File: src/sensorPkg.sv
package sensorPkg;

	localparam int pixelsPerLine = 16; // pixel periods per line, blanking included
	localparam int linesPerFrame = 10; // lines per frame

	localparam int activeColFirst = 2; // active window columns, inclusive
	localparam int activeColLast = 13;
	localparam int activeRowFirst = 1; // active window rows, inclusive
	localparam int activeRowLast = 8;

	localparam int phasesPerPixel = 10; // clock cycles per pixel period
	localparam int adcClockFirstPhase = 2; // adc clock high from this phase
	localparam int adcClockLastPhase = 6; // up to and including this one
	localparam int samplePhase = 6; // sample latched here, last adc high phase

	localparam int frameSyncPixels = 3; // frame sync length in pixel periods
	localparam int tailPixels = 4; // idle pixel periods after the last line

	localparam int adcWidth = 13; // adc word width

	typedef logic [$clog2(pixelsPerLine + 1) - 1:0] colT; // column index
	typedef logic [$clog2(linesPerFrame + 1) - 1:0] rowT; // row index
	typedef logic [adcWidth - 1:0] adcT; // raw adc word
	typedef logic [$clog2(phasesPerPixel) - 1:0] phaseT; // phase inside a pixel period

	// sequencer runs the lines, then a short tail with the sensor clock only
	typedef enum logic [1:0] {
		seqIdle,
		seqRun,
		seqTail
	} seqStateT;

endpackage
File: src/capturePkg.sv
package capturePkg;

	localparam int tickCycles = 20; // clock cycles per timestamp tick
	localparam int stampModulus = 1 << 20; // stamp wraps to 0 here

	typedef logic [19:0] stampT; // coarse timestamp
	typedef logic [9:0] thresholdT; // brightness threshold

	// one queued hit
	typedef struct packed {
		sensorPkg::colT col; // pixel column
		sensorPkg::rowT row; // pixel row
		stampT stamp; // time base value at the pixel strobe
	} hitT;

	localparam int fifoDepth = 8; // records held by the hit fifo

	typedef logic [$clog2(fifoDepth) - 1:0] fifoPtrT; // read / write pointer
	typedef logic [$clog2(fifoDepth + 1) - 1:0] fifoCountT; // fill level 0..depth

endpackage

File: src/pixelIf.sv
// latched pixel stream, one strobe per pixel period, no stall
interface pixelIf;

	logic pixelValid; // one cycle, the cycle after the sample phase
	sensorPkg::colT col; // column of the sample
	sensorPkg::rowT row; // row of the sample
	sensorPkg::adcT sample; // raw adc word

	modport seq (
		output pixelValid,
		output col,
		output row,
		output sample
	);

	modport rec (
		input pixelValid,
		input col,
		input row,
		input sample
	);

endinterface

File: src/sensorCapture.sv
module sensorCapture (
	input logic bls0we,
	input logic resadd,
	input logic start,
	input capturePkg::thresholdT threshold,
	input sensorPkg::adcT adcData,
	input logic hitRead,
	output logic busy,
	output logic frameDone,
	output logic sensorClock,
	output logic frameSync,
	output logic lineSync,
	output logic adcClock,
	output capturePkg::hitT hitData,
	output logic hitEmpty,
	output logic overflow
);

	pixelIf pix (); // sequencer to recorder

	capturePkg::stampT stamp; // current coarse time
	capturePkg::hitT hit; // record on its way to the fifo
	logic hitWrite;
	logic fifoFull;

	frameSequencer u_frameSequencer (
		.bls0we (bls0we),
		.resadd (resadd),
		.start (start),
		.busy (busy),
		.frameDone (frameDone),
		.sensorClock (sensorClock),
		.frameSync (frameSync),
		.lineSync (lineSync),
		.adcClock (adcClock),
		.adcData (adcData),
		.pix (pix.seq)
	);

	timeBase u_timeBase (
		.bls0we (bls0we),
		.resadd (resadd),
		.start (start),
		.stamp (stamp)
	);

	hitRecorder u_hitRecorder (
		.bls0we (bls0we),
		.resadd (resadd),
		.start (start),
		.pix (pix.rec),
		.stamp (stamp),
		.threshold (threshold),
		.fifoFull (fifoFull),
		.hitWrite (hitWrite),
		.hit (hit),
		.overflow (overflow)
	);

	hitFifo u_hitFifo (
		.bls0we (bls0we),
		.resadd (resadd),
		.write (hitWrite),
		.data (hit),
		.read (hitRead),
		.head (hitData),
		.full (fifoFull),
		.empty (hitEmpty)
	);

endmodule

File: src/hitRecorder.sv
module hitRecorder (
	input logic bls0we,
	input logic resadd,
	input logic start,
	pixelIf.rec pix,
	input capturePkg::stampT stamp,
	input capturePkg::thresholdT threshold,
	input logic fifoFull,
	output logic hitWrite,
	output capturePkg::hitT hit,
	output logic overflow
);

	logic [9:0] brightness; // sensor output falls with light, so invert
	logic colInside;
	logic rowInside;
	logic isHit;

	assign brightness = ~pix.sample[11:2];
	assign colInside = (pix.col >= sensorPkg::colT'(sensorPkg::activeColFirst)) &&
		(pix.col <= sensorPkg::colT'(sensorPkg::activeColLast));
	assign rowInside = (pix.row >= sensorPkg::rowT'(sensorPkg::activeRowFirst)) &&
		(pix.row <= sensorPkg::rowT'(sensorPkg::activeRowLast));
	assign isHit = pix.pixelValid && colInside && rowInside && (brightness >= threshold);

	// one stage, a new pixel may enter while the last record goes out
	always_ff @(posedge bls0we or posedge resadd) begin
		if (resadd) begin
			hitWrite <= 1'b0;
		end else begin
			hitWrite <= isHit;
		end
	end

	always_ff @(posedge bls0we) begin
		if (isHit) begin
			hit.col <= pix.col;
			hit.row <= pix.row;
			hit.stamp <= stamp; // time of the pixel strobe
		end
	end

	// sticky until the next frame start
	always_ff @(posedge bls0we or posedge resadd) begin
		if (resadd) begin
			overflow <= 1'b0;
		end else if (start) begin
			overflow <= 1'b0;
		end else if (hitWrite && fifoFull) begin
			overflow <= 1'b1; // record lost at the fifo
		end
	end

endmodule

File: src/hitFifo.sv
module hitFifo (
	input logic bls0we,
	input logic resadd,
	input logic write,
	input capturePkg::hitT data,
	input logic read,
	output capturePkg::hitT head,
	output logic full,
	output logic empty
);

	capturePkg::hitT mem [capturePkg::fifoDepth]; // record storage
	capturePkg::fifoPtrT wrPtr; // next slot to fill
	capturePkg::fifoPtrT rdPtr; // oldest record
	capturePkg::fifoCountT count; // records held

	logic doWrite;
	logic doRead;

	assign full = count == capturePkg::fifoCountT'(capturePkg::fifoDepth);
	assign empty = count == '0;
	assign doWrite = write && !full; // full fifo drops the record
	assign doRead = read && !empty; // pop on empty is a no-op
	assign head = mem[rdPtr]; // show-ahead, no read latency

	function automatic capturePkg::fifoPtrT nextPtr(input capturePkg::fifoPtrT ptr);
		if (ptr == capturePkg::fifoPtrT'(capturePkg::fifoDepth - 1)) begin
			return '0;
		end
		return ptr + 1'b1;
	endfunction

	always_ff @(posedge bls0we) begin
		if (doWrite) begin
			mem[wrPtr] <= data;
		end
	end

	always_ff @(posedge bls0we or posedge resadd) begin
		if (resadd) begin
			wrPtr <= '0;
			rdPtr <= '0;
			count <= '0;
		end else begin
			if (doWrite) begin
				wrPtr <= nextPtr(wrPtr);
			end
			if (doRead) begin
				rdPtr <= nextPtr(rdPtr);
			end
			if (doWrite && !doRead) begin
				count <= count + 1'b1;
			end else if (doRead && !doWrite) begin
				count <= count - 1'b1;
			end
		end
	end

endmodule

File: src/timeBase.sv
module timeBase (
	input logic bls0we,
	input logic resadd,
	input logic start,
	output capturePkg::stampT stamp
);

	localparam int divBits = $clog2(capturePkg::tickCycles);

	logic [divBits - 1:0] divider; // cycles inside the current tick
	logic tick;

	assign tick = divider == divBits'(capturePkg::tickCycles - 1);

	always_ff @(posedge bls0we or posedge resadd) begin
		if (resadd) begin
			divider <= '0;
		end else if (start) begin
			divider <= '0; // restart the tick phase with the frame
		end else if (tick) begin
			divider <= '0;
		end else begin
			divider <= divider + 1'b1;
		end
	end

	// free running, does not care about frame state
	always_ff @(posedge bls0we or posedge resadd) begin
		if (resadd) begin
			stamp <= '0;
		end else if (start) begin
			stamp <= '0; // zero on the cycle after start
		end else if (tick) begin
			if (stamp == capturePkg::stampT'(capturePkg::stampModulus - 1)) begin
				stamp <= '0; // wrap
			end else begin
				stamp <= stamp + 1'b1;
			end
		end
	end

endmodule

File: src/frameSequencer.sv
module frameSequencer (
	input logic bls0we,
	input logic resadd,
	input logic start,
	output logic busy,
	output logic frameDone,
	output logic sensorClock,
	output logic frameSync,
	output logic lineSync,
	output logic adcClock,
	input sensorPkg::adcT adcData,
	pixelIf.seq pix
);

	sensorPkg::seqStateT state; // idle / run / tail
	sensorPkg::phaseT phase; // cycle inside the pixel period
	sensorPkg::colT pixel; // pixel period inside the line, or inside the tail
	sensorPkg::rowT line; // current line

	logic lastPhase;
	logic lastPixel;
	logic lastLine;
	logic frameEnd;
	logic sampleNow;

	assign lastPhase = phase == sensorPkg::phaseT'(sensorPkg::phasesPerPixel - 1);
	assign lastPixel = pixel == sensorPkg::colT'(sensorPkg::pixelsPerLine - 1);
	assign lastLine = line == sensorPkg::rowT'(sensorPkg::linesPerFrame - 1);
	assign frameEnd = (state == sensorPkg::seqTail) && lastPhase &&
		(pixel == sensorPkg::colT'(sensorPkg::tailPixels - 1)); // last cycle of the tail
	assign sampleNow = (state == sensorPkg::seqRun) &&
		(phase == sensorPkg::phaseT'(sensorPkg::samplePhase)); // adc word valid here

	assign busy = state != sensorPkg::seqIdle; // state is registered, so busy follows start by one
	assign frameSync = (state == sensorPkg::seqRun) && (line == '0) &&
		(pixel < sensorPkg::colT'(sensorPkg::frameSyncPixels)); // first pixels of the frame
	assign lineSync = (state == sensorPkg::seqRun) && (pixel == '0); // pixel period 0 of each line
	assign adcClock = (state == sensorPkg::seqRun) &&
		(phase >= sensorPkg::phaseT'(sensorPkg::adcClockFirstPhase)) &&
		(phase <= sensorPkg::phaseT'(sensorPkg::adcClockLastPhase)); // no conversions in the tail

	always_ff @(posedge bls0we or posedge resadd) begin
		if (resadd) begin
			state <= sensorPkg::seqIdle;
			phase <= '0;
			pixel <= '0;
			line <= '0;
			sensorClock <= 1'b0;
			frameDone <= 1'b0;
		end else begin
			frameDone <= 1'b0; // single cycle pulse
			case (state)
				sensorPkg::seqIdle: begin
					if (start) begin // start while busy never gets here
						state <= sensorPkg::seqRun;
						phase <= '0;
						pixel <= '0;
						line <= '0;
						sensorClock <= ~sensorClock; // first pixel period opens with a toggle
					end
				end
				default: begin
					if (!lastPhase) begin
						phase <= phase + 1'b1;
					end else if (frameEnd) begin
						phase <= '0;
						state <= sensorPkg::seqIdle; // even toggle count leaves sensorClock low
						frameDone <= 1'b1;
					end else begin
						phase <= '0;
						sensorClock <= ~sensorClock; // next pixel period starts at phase 0
						if (state == sensorPkg::seqTail) begin
							pixel <= pixel + 1'b1; // tail only counts pixel periods
						end else if (!lastPixel) begin
							pixel <= pixel + 1'b1;
						end else if (!lastLine) begin
							pixel <= '0;
							line <= line + 1'b1;
						end else begin
							pixel <= '0; // tail counts from 0
							state <= sensorPkg::seqTail;
						end
					end
				end
			endcase
		end
	end

	// strobe lags the sample phase by one, payload is stable with it
	always_ff @(posedge bls0we or posedge resadd) begin
		if (resadd) begin
			pix.pixelValid <= 1'b0;
		end else begin
			pix.pixelValid <= sampleNow;
		end
	end

	always_ff @(posedge bls0we) begin
		if (sampleNow) begin
			pix.sample <= adcData; // adc holds its word while adcClock is high
			pix.col <= pixel;
			pix.row <= line;
		end
	end

endmodule

File: config.mk
export PLATFORM = sky130hd
export DESIGN_NAME = sensorCapture
export DESIGN_NICKNAME = d
export VERILOG_FILES = /design/src/sensorPkg.sv /design/src/capturePkg.sv /design/src/pixelIf.sv /design/src/sensorCapture.sv /design/src/hitRecorder.sv /design/src/hitFifo.sv /design/src/timeBase.sv /design/src/frameSequencer.sv
export SDC_FILE = /design/constraint.sdc
export NUM_CORES = 1
export LEC_CHECK = 0
export ABC_CLOCK_PERIOD_IN_PS = 6800
export BUFFER_PORTS_ARGS = -buffer_cell sky130_fd_sc_hd__buf_4
export CORE_ASPECT_RATIO = 1.5
export CORE_MARGIN = 2
export CORE_UTILIZATION = 50
export CTS_CLUSTER_DIAMETER = 200
export DETAILED_ROUTE_END_ITERATION = 7
export GPL_TIMING_DRIVEN = 1
export PLACE_DENSITY = 0.67
export SKIP_LAST_GASP = 1
export SYNTH_ARGS = -nofsm -noshare
export SYNTH_HDL_FRONTEND = slang
export SYNTH_HIERARCHICAL = 1
export SYNTH_SLANG_ARGS = --single-unit
File: constraint.sdc
create_clock -name bls0we -period 6.8 [get_ports bls0we]
set_clock_uncertainty 0.05 [all_clocks]
set_input_delay 0.34 -clock bls0we [delete_from_list [all_inputs] [get_ports bls0we]]
set_output_delay 0.34 -clock bls0we [all_outputs]
set_load 0.02 [all_outputs]
# Word-level counts from Yosys, hierarchy flattened
# Memories as Yosys holds them, arrays and structs flattened.
# Cells that the tools add are included.
# op_classes
addsub	9
n_lt_le_gt_ge	8
eq_ne	17
mux	48
bitwise	2
reduce_logical	37
# ops
operator	n
two-way mux 20 bit	3
two-way mux 4 bit	11
two-way mux 5 bit	8
adder 20 x 1 -> 20 bit (second input constant)	1
== test 20 bit (second input constant)	1
logical AND 1 bit	18
two-way mux 1 bit	15
two-way mux 2 bit	7
adder 4 x 1 -> 4 bit (second input constant)	3
== test 4 bit (second input constant)	3
two-way mux 3 bit	4
nonzero test 2 bit	6
adder 5 x 1 -> 5 bit (second input constant)	2
>= comparator 10 bit	1
NOT 10 bit	1
logical NOT 4 bit	2
inequality test 2 bit (second input constant)	4
adder 3 x 1 -> 3 bit (second input constant)	2
== test 3 bit (second input constant)	2
AND reduction 6 bit	1
nonzero test 3 bit	2
== test 5 x 2 -> 1 bit (second input constant)	1
== test 5 x 4 -> 1 bit (second input constant)	1
== test 5 bit (second input constant)	1
other kinds (18)	21
# totals
reg_bits	105
ram_bits	232
input_bits	27
output_inout_bits	37
wordCells	142
memories	1
# mem_list
name	words	width	rd	rd_clocked_by_memory_dff	write_ports	line	text
u_hitFifo.mem	8	29	1	0	1	hitFifo.sv:12	capturePkg::hitT mem [capturePkg::fifoDepth];

# Logic depth before layout (Yosys ltp)
# Gate-level depths: netlist (run 1).
# depth
depth_word	7
mapped_depth	9
depth_no_buf	9

# Hierarchy
# The synthesis (run 1) kept the hierarchy.
# by_module_without_submodules
mod	instances	cells_per_inst	area_per_inst_um2	seq_area_each_um2
hitFifo	1	402	9606.7	7216.9
frameSequencer	1	132	1766.7	1111.1
timeBase	1	145	1372.6	625.6
hitRecorder	1	79	1246.2	920.9

# Least setup slack after synthesis (run 1)
# Ideal clock, no wire load.
# synth_timing
path_kind	register to register
start	register u_hitFifo.count[0]
end	memory u_hitFifo/mem[0][0] (netlist name) (enable)
setup_ns	0.488
t_arrival_ns	3.560
required_time_ns	6.262
setup_slack_ns	2.702
path_stages_with_launch	4
cell_sequence	dfrtp_1 -> or4b_4 -> nand2_2 -> nor4_1
# synth_via
elab_chain_len	5
# synth_lines
element	line	text
start: declaration	hitFifo.sv:15	capturePkg::fifoCountT count;
start signal: assignment	hitFifo.sv:52	count <= count + 1'b1;
start signal: assignment	hitFifo.sv:54	count <= count - 1'b1;
== test 4 bit	hitFifo.sv:20	assign full = count == capturePkg::fifoCountT'(capturePkg::fifoDepth);
logical NOT 1 bit	hitFifo.sv:22	assign doWrite = write && !full;
logical AND 1 bit	hitFifo.sv:22	
two-way mux 1 bit	hitFifo.sv:34	if (doWrite) begin
two-way mux 1 bit (not written as such)	hitFifo.sv:35	mem[wrPtr] <= data;
end: declaration	hitFifo.sv:12	
# Every way passes these cells.

==> results of run 1 <==
[power by group]
group          switching, mW  total (mW)  internal [mW]
combinational         0.0233      0.0464         0.0231
sequential           0.00474        2.21           2.20
clock                  0.696        1.60          0.901
[worst min-delay path, delay by kind of cell]
kind | cells | cell delay, ns
compound gates | 2 | 0.17
buf+inv | 1 | 0.12
[cells in the final DEF (no fill, tap or decap), types with 10 or more instances in the layout]
master / instances
edfxtp_1: 280
buf_4: 72
dfrtp_1: 53
mux4_1: 51
inv_1: 37
mux2_2: 36
nor2_1: 32
clkbuf_16: 29
ha_1: 24
nand3_1: 23
nand2_1: 19
o21ai_0: 17
a21oi_1: 16
xnor2_1: 12
dlygate4sd3_1: 11
nand2b_1: 11
nor3_1: 10
[sequential cells by signal, summed over array words and instances, names as in the netlist, 3 cells and up]
name,cells
u_hitRecorder/hit,29
u_hitFifo/wrPtr,3
u_frameSequencer/pix.col,5
u_hitFifo/rdPtr,3
u_frameSequencer/pix.sample,10
u_frameSequencer/phase,4
u_timeBase/divider,5
u_frameSequencer/line,4
u_frameSequencer/pixel,5
u_hitFifo/mem,232
u_hitFifo/count,4
u_frameSequencer/pix.row,4
u_timeBase/stamp,20
[stage by stage]
step,power (mW),hold slack [ns],utilization (%),area (um2),std cells
finish,3.85,0.0740,57.8,15800,1208
global route,3.97,0.0832,57.8,15800,1208
CTS,3.89,0.0620,57.8,15800,1208
detailed placement,2.29,0.193,53.9,14700,1143
global placement,2.29,0.181,53.9,14700,1143
floorplan,2.27,0.0312,-,13900,755
[area by class of cell]
class	count	area (um2)	share of cell area [%]
multi-input cells	356	3830	24.3
well taps	342	428	2.71
clock inverters	13	134	0.849
flip-flops and latches	335	9790	62.0
clock buffers	41	801	5.08
inverters	38	143	0.904
repair buffers	83	651	4.12
[worst max path at each step]
stage / from / end / slack [ns]
2_1_floorplan: u_hitFifo/count[0] / u_hitFifo/mem[0][0] / 2.70
3_3_place_gp: u_hitFifo/rdPtr[0] / hitData[23] / 3.95
3_5_place_dp: u_hitFifo/count[0] / u_hitFifo/count[3] / 3.83
4_1_cts: u_hitFifo/rdPtr[0] / hitData[23] / 3.28
5_1_grt: u_hitFifo/rdPtr[0] / hitData[21] / 3.22
6_report: u_hitFifo/rdPtr[0] / hitData[21] / 3.35
[per-layer routing]
layer / vias to the layer above / routed length (um) / GRT usage [%]
met5: - / 0 / 0
met4: 0 / 664 / 6.41
met3: 47 / 1120 / 2.51
met2: 186 / 14200 / 33.1
met1: 3556 / 9230 / 19.7
li1: 3202 / - / -
==> impl_metrics.env, run 1 <==
export IMPL_grt_usage_pct=17.5
export IMPL_timing_max_slew_rel_slack_pct=35.6
export IMPL_worst_path_stages=4
export IMPL_critical_path_reg2reg_startpoint="u_hitFifo/count[0]"
export IMPL_replace_congestion=0.841
export IMPL_fillers=1973
export IMPL_grt_overflow=0
export IMPL_hold_depth=3
export IMPL_grt_first_pass_wirelength_um=39400
export IMPL_cts_buffers_inserted=29
export IMPL_largest_net_degree_at_the_start_of_global_routing=49
export IMPL_worst_hold_class="input pin to flop"
export IMPL_timing_critical_path_arrival_ns=3.06
export IMPL_ctsHtreeMaxLevel=1
export IMPL_worst_setup_hold_path_clk_slew_ns=0.07
export IMPL_post_synth_cell_area_avg_um2=18.4
export IMPL_worst_slew_pin_slew_ns=0.966
export IMPL_insertion_delay_ns=0.56
export IMPL_cts_sink_count=335
export IMPL_start_util_pct=50.9
export IMPL_rr_endpoint="u_hitFifo/count[3]"
export IMPL_finalSetupViolCount=0
export IMPL_initialDrtViolationCount=414
export IMPL_dr_pass1_iters=7
export IMPL_drv_max_cap_violation_count=0
export IMPL_num_vias=6991
export IMPL_finalCriticalPeriod_ns=3.45
export IMPL_hold_path_startpoint="hitRead"
export IMPL_finalMaxSlewViolations=0
export IMPL_post_route_period_util_pct=50.7
export IMPL_tritoncts="done"
export IMPL_synth_area_um2=13900
export IMPL_timing_fmax_mhz=290
export IMPL_route_detailed_wl_per_inst_um=20.8
export IMPL_insertedDiodeCount=0
export IMPL_required_ns=6.41
export IMPL_hold_buffers=11
export IMPL_wirelength_um=25200
export IMPL_timing_hold_worst_endpoint="u_hitFifo/rdPtr[1]"
export IMPL_core_area_um2=27300
export IMPL_io_pins=64
export IMPL_synth_warning_count=6
export IMPL_fp_row_count=74
export IMPL_full_die_area_um2=29200
export IMPL_violations_in_the_final_reports="DRC"
export IMPL_fp_dieH_um=208
export IMPL_syn_nets=807
export IMPL_kind_of_cell_adding_the_most_delay_to_the_critical_path="multiplexers"
export IMPL_detail_route_antenna_nets=0
export IMPL_layout_cells_sized_above_1_pct=21.4
export IMPL_ir_drop_mv=0.217
export IMPL_first_global_vias=7415
export IMPL_critical_path_max_fanout=48
export IMPL_setup_tns_final_ns=0
export IMPL_drc=1
export IMPL_p_leak_nw=5.60
export IMPL_power_density_nw_per_um2=244
export IMPL_horiz_die_dim_um=140
export IMPL_worst_path_max_delay_cell="buf_4"
export IMPL_unrepaired_setup_endpoints_after_global_routing="no"
export IMPL_criticalPathCategory="flop to primary output"
export IMPL_cts_path_max_buffers=3
export IMPL_cell_count_after_synthesis=755
export IMPL_initial_antenna_violation_count=0
export IMPL_critical_path_startpoint_type="flop"
export IMPL_post_dp_hpwl_um=14900
export IMPL_worst_path_most_repeated_cell="buf_4"
export IMPL_finish_net_count=895
export IMPL_r2r_slack_ns=3.82
export IMPL_cts_root_buffer="clkbuf_16"
export IMPL_hold_viol=0
export IMPL_area_added_between_synthesis_and_finish_pct=13.5
export IMPL_cp_num_buf_inv=2
export IMPL_outcome="finished, violations left"
export IMPL_worstPathCellList="buf_4, mux4_1, mux2_2, buf_4"
export IMPL_setup_slack_ns=3.35
export IMPL_critPathCaptureType="primary output"
export IMPL_dp_slack_ns=3.83
export IMPL_post_drt_via_cell_ratio=5.79
export IMPL_crit_path_max_incr_delay_ns=0.73
export IMPL_port_buffers=60
export IMPL_postCtsSetupRepairBufs=0
export IMPL_worstRegToRegCells=9
export IMPL_total_of_cells_resized_after_clock_tree_synthesis=0
No activity file was read; power rests on OpenSTA's default activity.
==> run 2, diff against run 1 <==
--- a/config.mk
+++ b/config.mk
@@ -5,7 +5,8 @@
 export SDC_FILE = /design/constraint.sdc
 export NUM_CORES = 1
 export LEC_CHECK = 0
-export ABC_CLOCK_PERIOD_IN_PS = 6800
+export ABC_AREA = 1
+export ABC_CLOCK_PERIOD_IN_PS = 2900
 export BUFFER_PORTS_ARGS = -buffer_cell sky130_fd_sc_hd__buf_4
 export CORE_ASPECT_RATIO = 1.5
 export CORE_MARGIN = 2
@@ -13,7 +14,7 @@
 export CTS_CLUSTER_DIAMETER = 200
 export DETAILED_ROUTE_END_ITERATION = 7
 export GPL_TIMING_DRIVEN = 1
-export PLACE_DENSITY = 0.67
+export PLACE_DENSITY = 0.69
 export SKIP_LAST_GASP = 1
 export SYNTH_ARGS = -nofsm -noshare
 export SYNTH_HDL_FRONTEND = slang
==> constraint.sdc (replaced) <==
create_clock -name bls0we -period 2.9 [get_ports bls0we]
set_clock_uncertainty 0.05 [all_clocks]
set_input_delay 0.145 -clock bls0we [delete_from_list [all_inputs] [get_ports bls0we]]
set_output_delay 0.145 -clock bls0we [all_outputs]
set_load 0.02 [all_outputs]
==> run 2 against run 1 <==
The flow now finishes without violations. Combinational power increased to 19 times the previous value. Clock-buffer cell count decreased by 11. Total power increased to 2.7 times the previous value. Via count increased by 36%. Synthesized cell count increased by 77%. Sequential cell count unchanged. Sequential share of layout area decreased by 2.9 points. Critical path type unchanged. Largest cell class unchanged. Highest routed layer unchanged.
==> impl_metrics.env, run 2 <==
export IMPL_outcome="finished, final reports clean"
export IMPL_total_of_cells_resized_after_clock_tree_synthesis=0
export IMPL_full_die_area_um2=30500
export IMPL_syn_nets=1390
export IMPL_detail_route_antenna_nets=0
export IMPL_timing_max_slew_rel_slack_pct=34.0
export IMPL_cp_num_buf_inv=3
export IMPL_grt_usage_pct=19.9
export IMPL_kind_of_cell_adding_the_most_delay_to_the_critical_path="buffers and inverters"
export IMPL_worst_hold_class="input pin to async pin"
export IMPL_synth_warning_count=6
export IMPL_post_route_period_util_pct=88.5
export IMPL_layout_common_cells="nand2_1 (465), edfxtp_1 (280), nor2_1 (97)"
export IMPL_cell_count_after_synthesis=1338
export IMPL_switchingPower_mw=2.38
export IMPL_ir_drop_mv=0.572
export IMPL_cts_path_max_buffers=3
export IMPL_replace_congestion=0.874
export IMPL_largest_net_degree_at_the_start_of_global_routing=77
export IMPL_layoutNonFillerInstCount=1831
export IMPL_power_share_combinational_pct=8.4
export IMPL_insertedDiodeCount=0
export IMPL_core_area_um2=28600
export IMPL_power_total_mw=10.2
export IMPL_power_switching_fraction_pct=23.3
export IMPL_required_ns=2.71
export IMPL_critical_path_max_fanout=50
export IMPL_worst_path_max_delay_cell="dfrtp_4"
export IMPL_internal_power_contribution_mw=7.85
export IMPL_worst_setup_hold_path_clk_slew_ns=0.07
export IMPL_insertion_delay_ns=0.55
export IMPL_post_synth_cell_area_avg_um2=10.9
export IMPL_cp_startpoint="u_hitFifo/rdPtr[0]"
export IMPL_cts_root_buffer="clkbuf_16"
export IMPL_power_density_nw_per_um2=618
export IMPL_most_common_cell_after_layout_fill_and_taps_aside="nand2_1"
export IMPL_post_dp_hpwl_um=17500
export IMPL_grt_first_pass_wirelength_um=47300
export IMPL_layout_cells_sized_above_1_pct=13.8
export IMPL_initialDrtViolationCount=681
export IMPL_reg_largest_list="u_hitFifo/mem: 232 flops, u_hitRecorder/hit: 29 flops, u_timeBase/stamp: 20 flops"
export IMPL_initial_antenna_violation_count=0
export IMPL_num_vias=9496
export IMPL_drv_max_cap_violation_count=0
export IMPL_fillers=2322
export IMPL_critical_path_startpoint_type="flop"
export IMPL_wirelength_um=29600
export IMPL_unrepaired_setup_endpoints_after_global_routing="no"
export IMPL_multi_input_comb_area_um2=4140
export IMPL_placement_cell_area_um2=15500
export IMPL_crit_path_max_incr_delay_ns=0.60
export IMPL_cts_sink_count=335
export IMPL_fp_row_count=76
export IMPL_worst_slew_pin_slew_ns=0.989
export IMPL_criticalPathCategory="flop to primary output"
export IMPL_ctsHtreeMaxLevel=1
export IMPL_power_frac_clock_pct=37.8
export IMPL_critical_path_reg2reg_startpoint="u_hitFifo/count[0]"
export IMPL_grt_overflow=0
export IMPL_dr_pass1_iters=5
export IMPL_route_detailed_wl_per_inst_um=16.2
export IMPL_finalCriticalPeriod_ns=2.57
export IMPL_horiz_die_dim_um=143
export IMPL_first_global_vias=9137
export IMPL_finalSetupViolCount=0
export IMPL_synth_area_um2=14500
export IMPL_tritoncts="done"
export IMPL_timing_fmax_mhz=390
export IMPL_setup_tns_final_ns=0
export IMPL_largest_register="u_hitFifo/mem"
export IMPL_hold_viol=0
export IMPL_cts_buffers_inserted=29
export IMPL_finalMaxSlewViolations=0
export IMPL_drc=0
export IMPL_worstPathCellList="inv_6, buf_12, nand2_1, nand2_1, nand2_1, o21ai_1, nand2_1, nand2_1, buf_4"
export IMPL_area_added_between_synthesis_and_finish_pct=13.9
export IMPL_io_pins=64
export IMPL_start_util_pct=50.8
export IMPL_dp_cells=1764
export IMPL_largest_register_ff_count=232
export IMPL_stdcell_area_um2=16600
export IMPL_sequential_fraction_of_design_power_pct=53.7
export IMPL_critPathCaptureType="primary output"
export IMPL_timing_critical_path_arrival_ns=2.37
export IMPL_finish_net_count=1471
export IMPL_worst_path_most_repeated_cell="nand2_1"
export IMPL_post_drt_via_cell_ratio=5.19
export IMPL_layout_area_seq_um2=9790
export IMPL_p_leak_nw=7.14
export IMPL_port_buffers=60
export IMPL_fp_dieH_um=213
[run 2: changes by cell type in the layout (fill, tap and decap cells not counted), moves of 9 or more]
| cell | delta |
|---|---|
| a21oi_1 | -10 |
| o21ai_1 | +53 |
| nor2_1 | +65 |
| nand2_1 | +446 |
| inv_2 | +11 |
| mux2_2 | -36 |
| o21ai_0 | +68 |
| inv_1 | +38 |
| mux4_1 | -51 |
| nand3_1 | +19 |
| nor2_4 | +9 |
| nand2_2 | +12 |
| nand4_1 | +11 |
| nand2b_1 | -11 |
[run 2: worst paths after layout]
check / endpoint / depth (start not counted) / slack, ns
max: hitData[14] / 9 / 0.33
max in group asynchronous: u_timeBase/stamp[2] / 3 / 1.81
min in group bls0we: u_hitRecorder/hitWrite / 9 / 0.24
min: u_hitFifo/count[0] / 3 / 0.13
min reg2reg: u_hitRecorder/hit[22] / 0 / 0.40
max reg2reg: u_hitFifo/count[3] / 12 / 0.66
[run 2: cell type report]
class                      instances  area share (%)
tap                              390            2.95
clock buffer                      30            4.41
sequential                       335            59.1
timing repair buffer              98            5.03
clock inverter                    23            1.38
inverter                          92            2.12
multi-input combinational        863            25.0
[run 2: worst reg2reg max path, stage by stage, from the launching register on]
cell	delay, ns
dfrtp_1	0.45
nor2_1	0.16
nand3_1	0.11
nand2_1	0.10
inv_2	0.08
ha_1	0.22
inv_1	0.14
ha_1	0.29
or2_2	0.31
nand2_1	0.07
nand2_1	0.04
nand3_1	0.07
nand2_1	0.05
[run 2: layer usage]
metal,track usage (%),wire (um),up-vias
met1,25.1,12100,4608
met3,2.49,1380,45
met2,36.0,15600,219
met5,0,0,-
li1,-,-,4624
met4,5.61,546,0
[run 2: timing repair]
item | in CTS | in global routing
hold buffers | 14 | 0
buffers inserted | 0 | 0
hold endpoints to repair | 74 | 0
[run 2: power by group through the flow]
stage / Sequential (mW) / Clock [mW] / Combinational [mW]
after floorplan: 5.56 / 0 / 0.612
after global placement: 5.59 / 0 / 0.833
after detailed placement: 5.60 / 0 / 0.852
after CTS: 5.50 / 3.96 / 0.872
after global routing: 5.52 / 4.12 / 0.961
final: 5.50 / 3.87 / 0.860
[run 2: per-stage QoR]
step / worst slack, ns / hold slack, ns / util, %
CTS: 0.307 / 0.125 / 57.9
finish: 0.333 / 0.134 / 57.9
global placement: 0.675 / 0.00485 / 54.0
global route: 0.165 / 0.158 / 57.9
detailed placement: 0.657 / 0.00958 / 54.0
floorplan: 0.353 / -0.164 / -
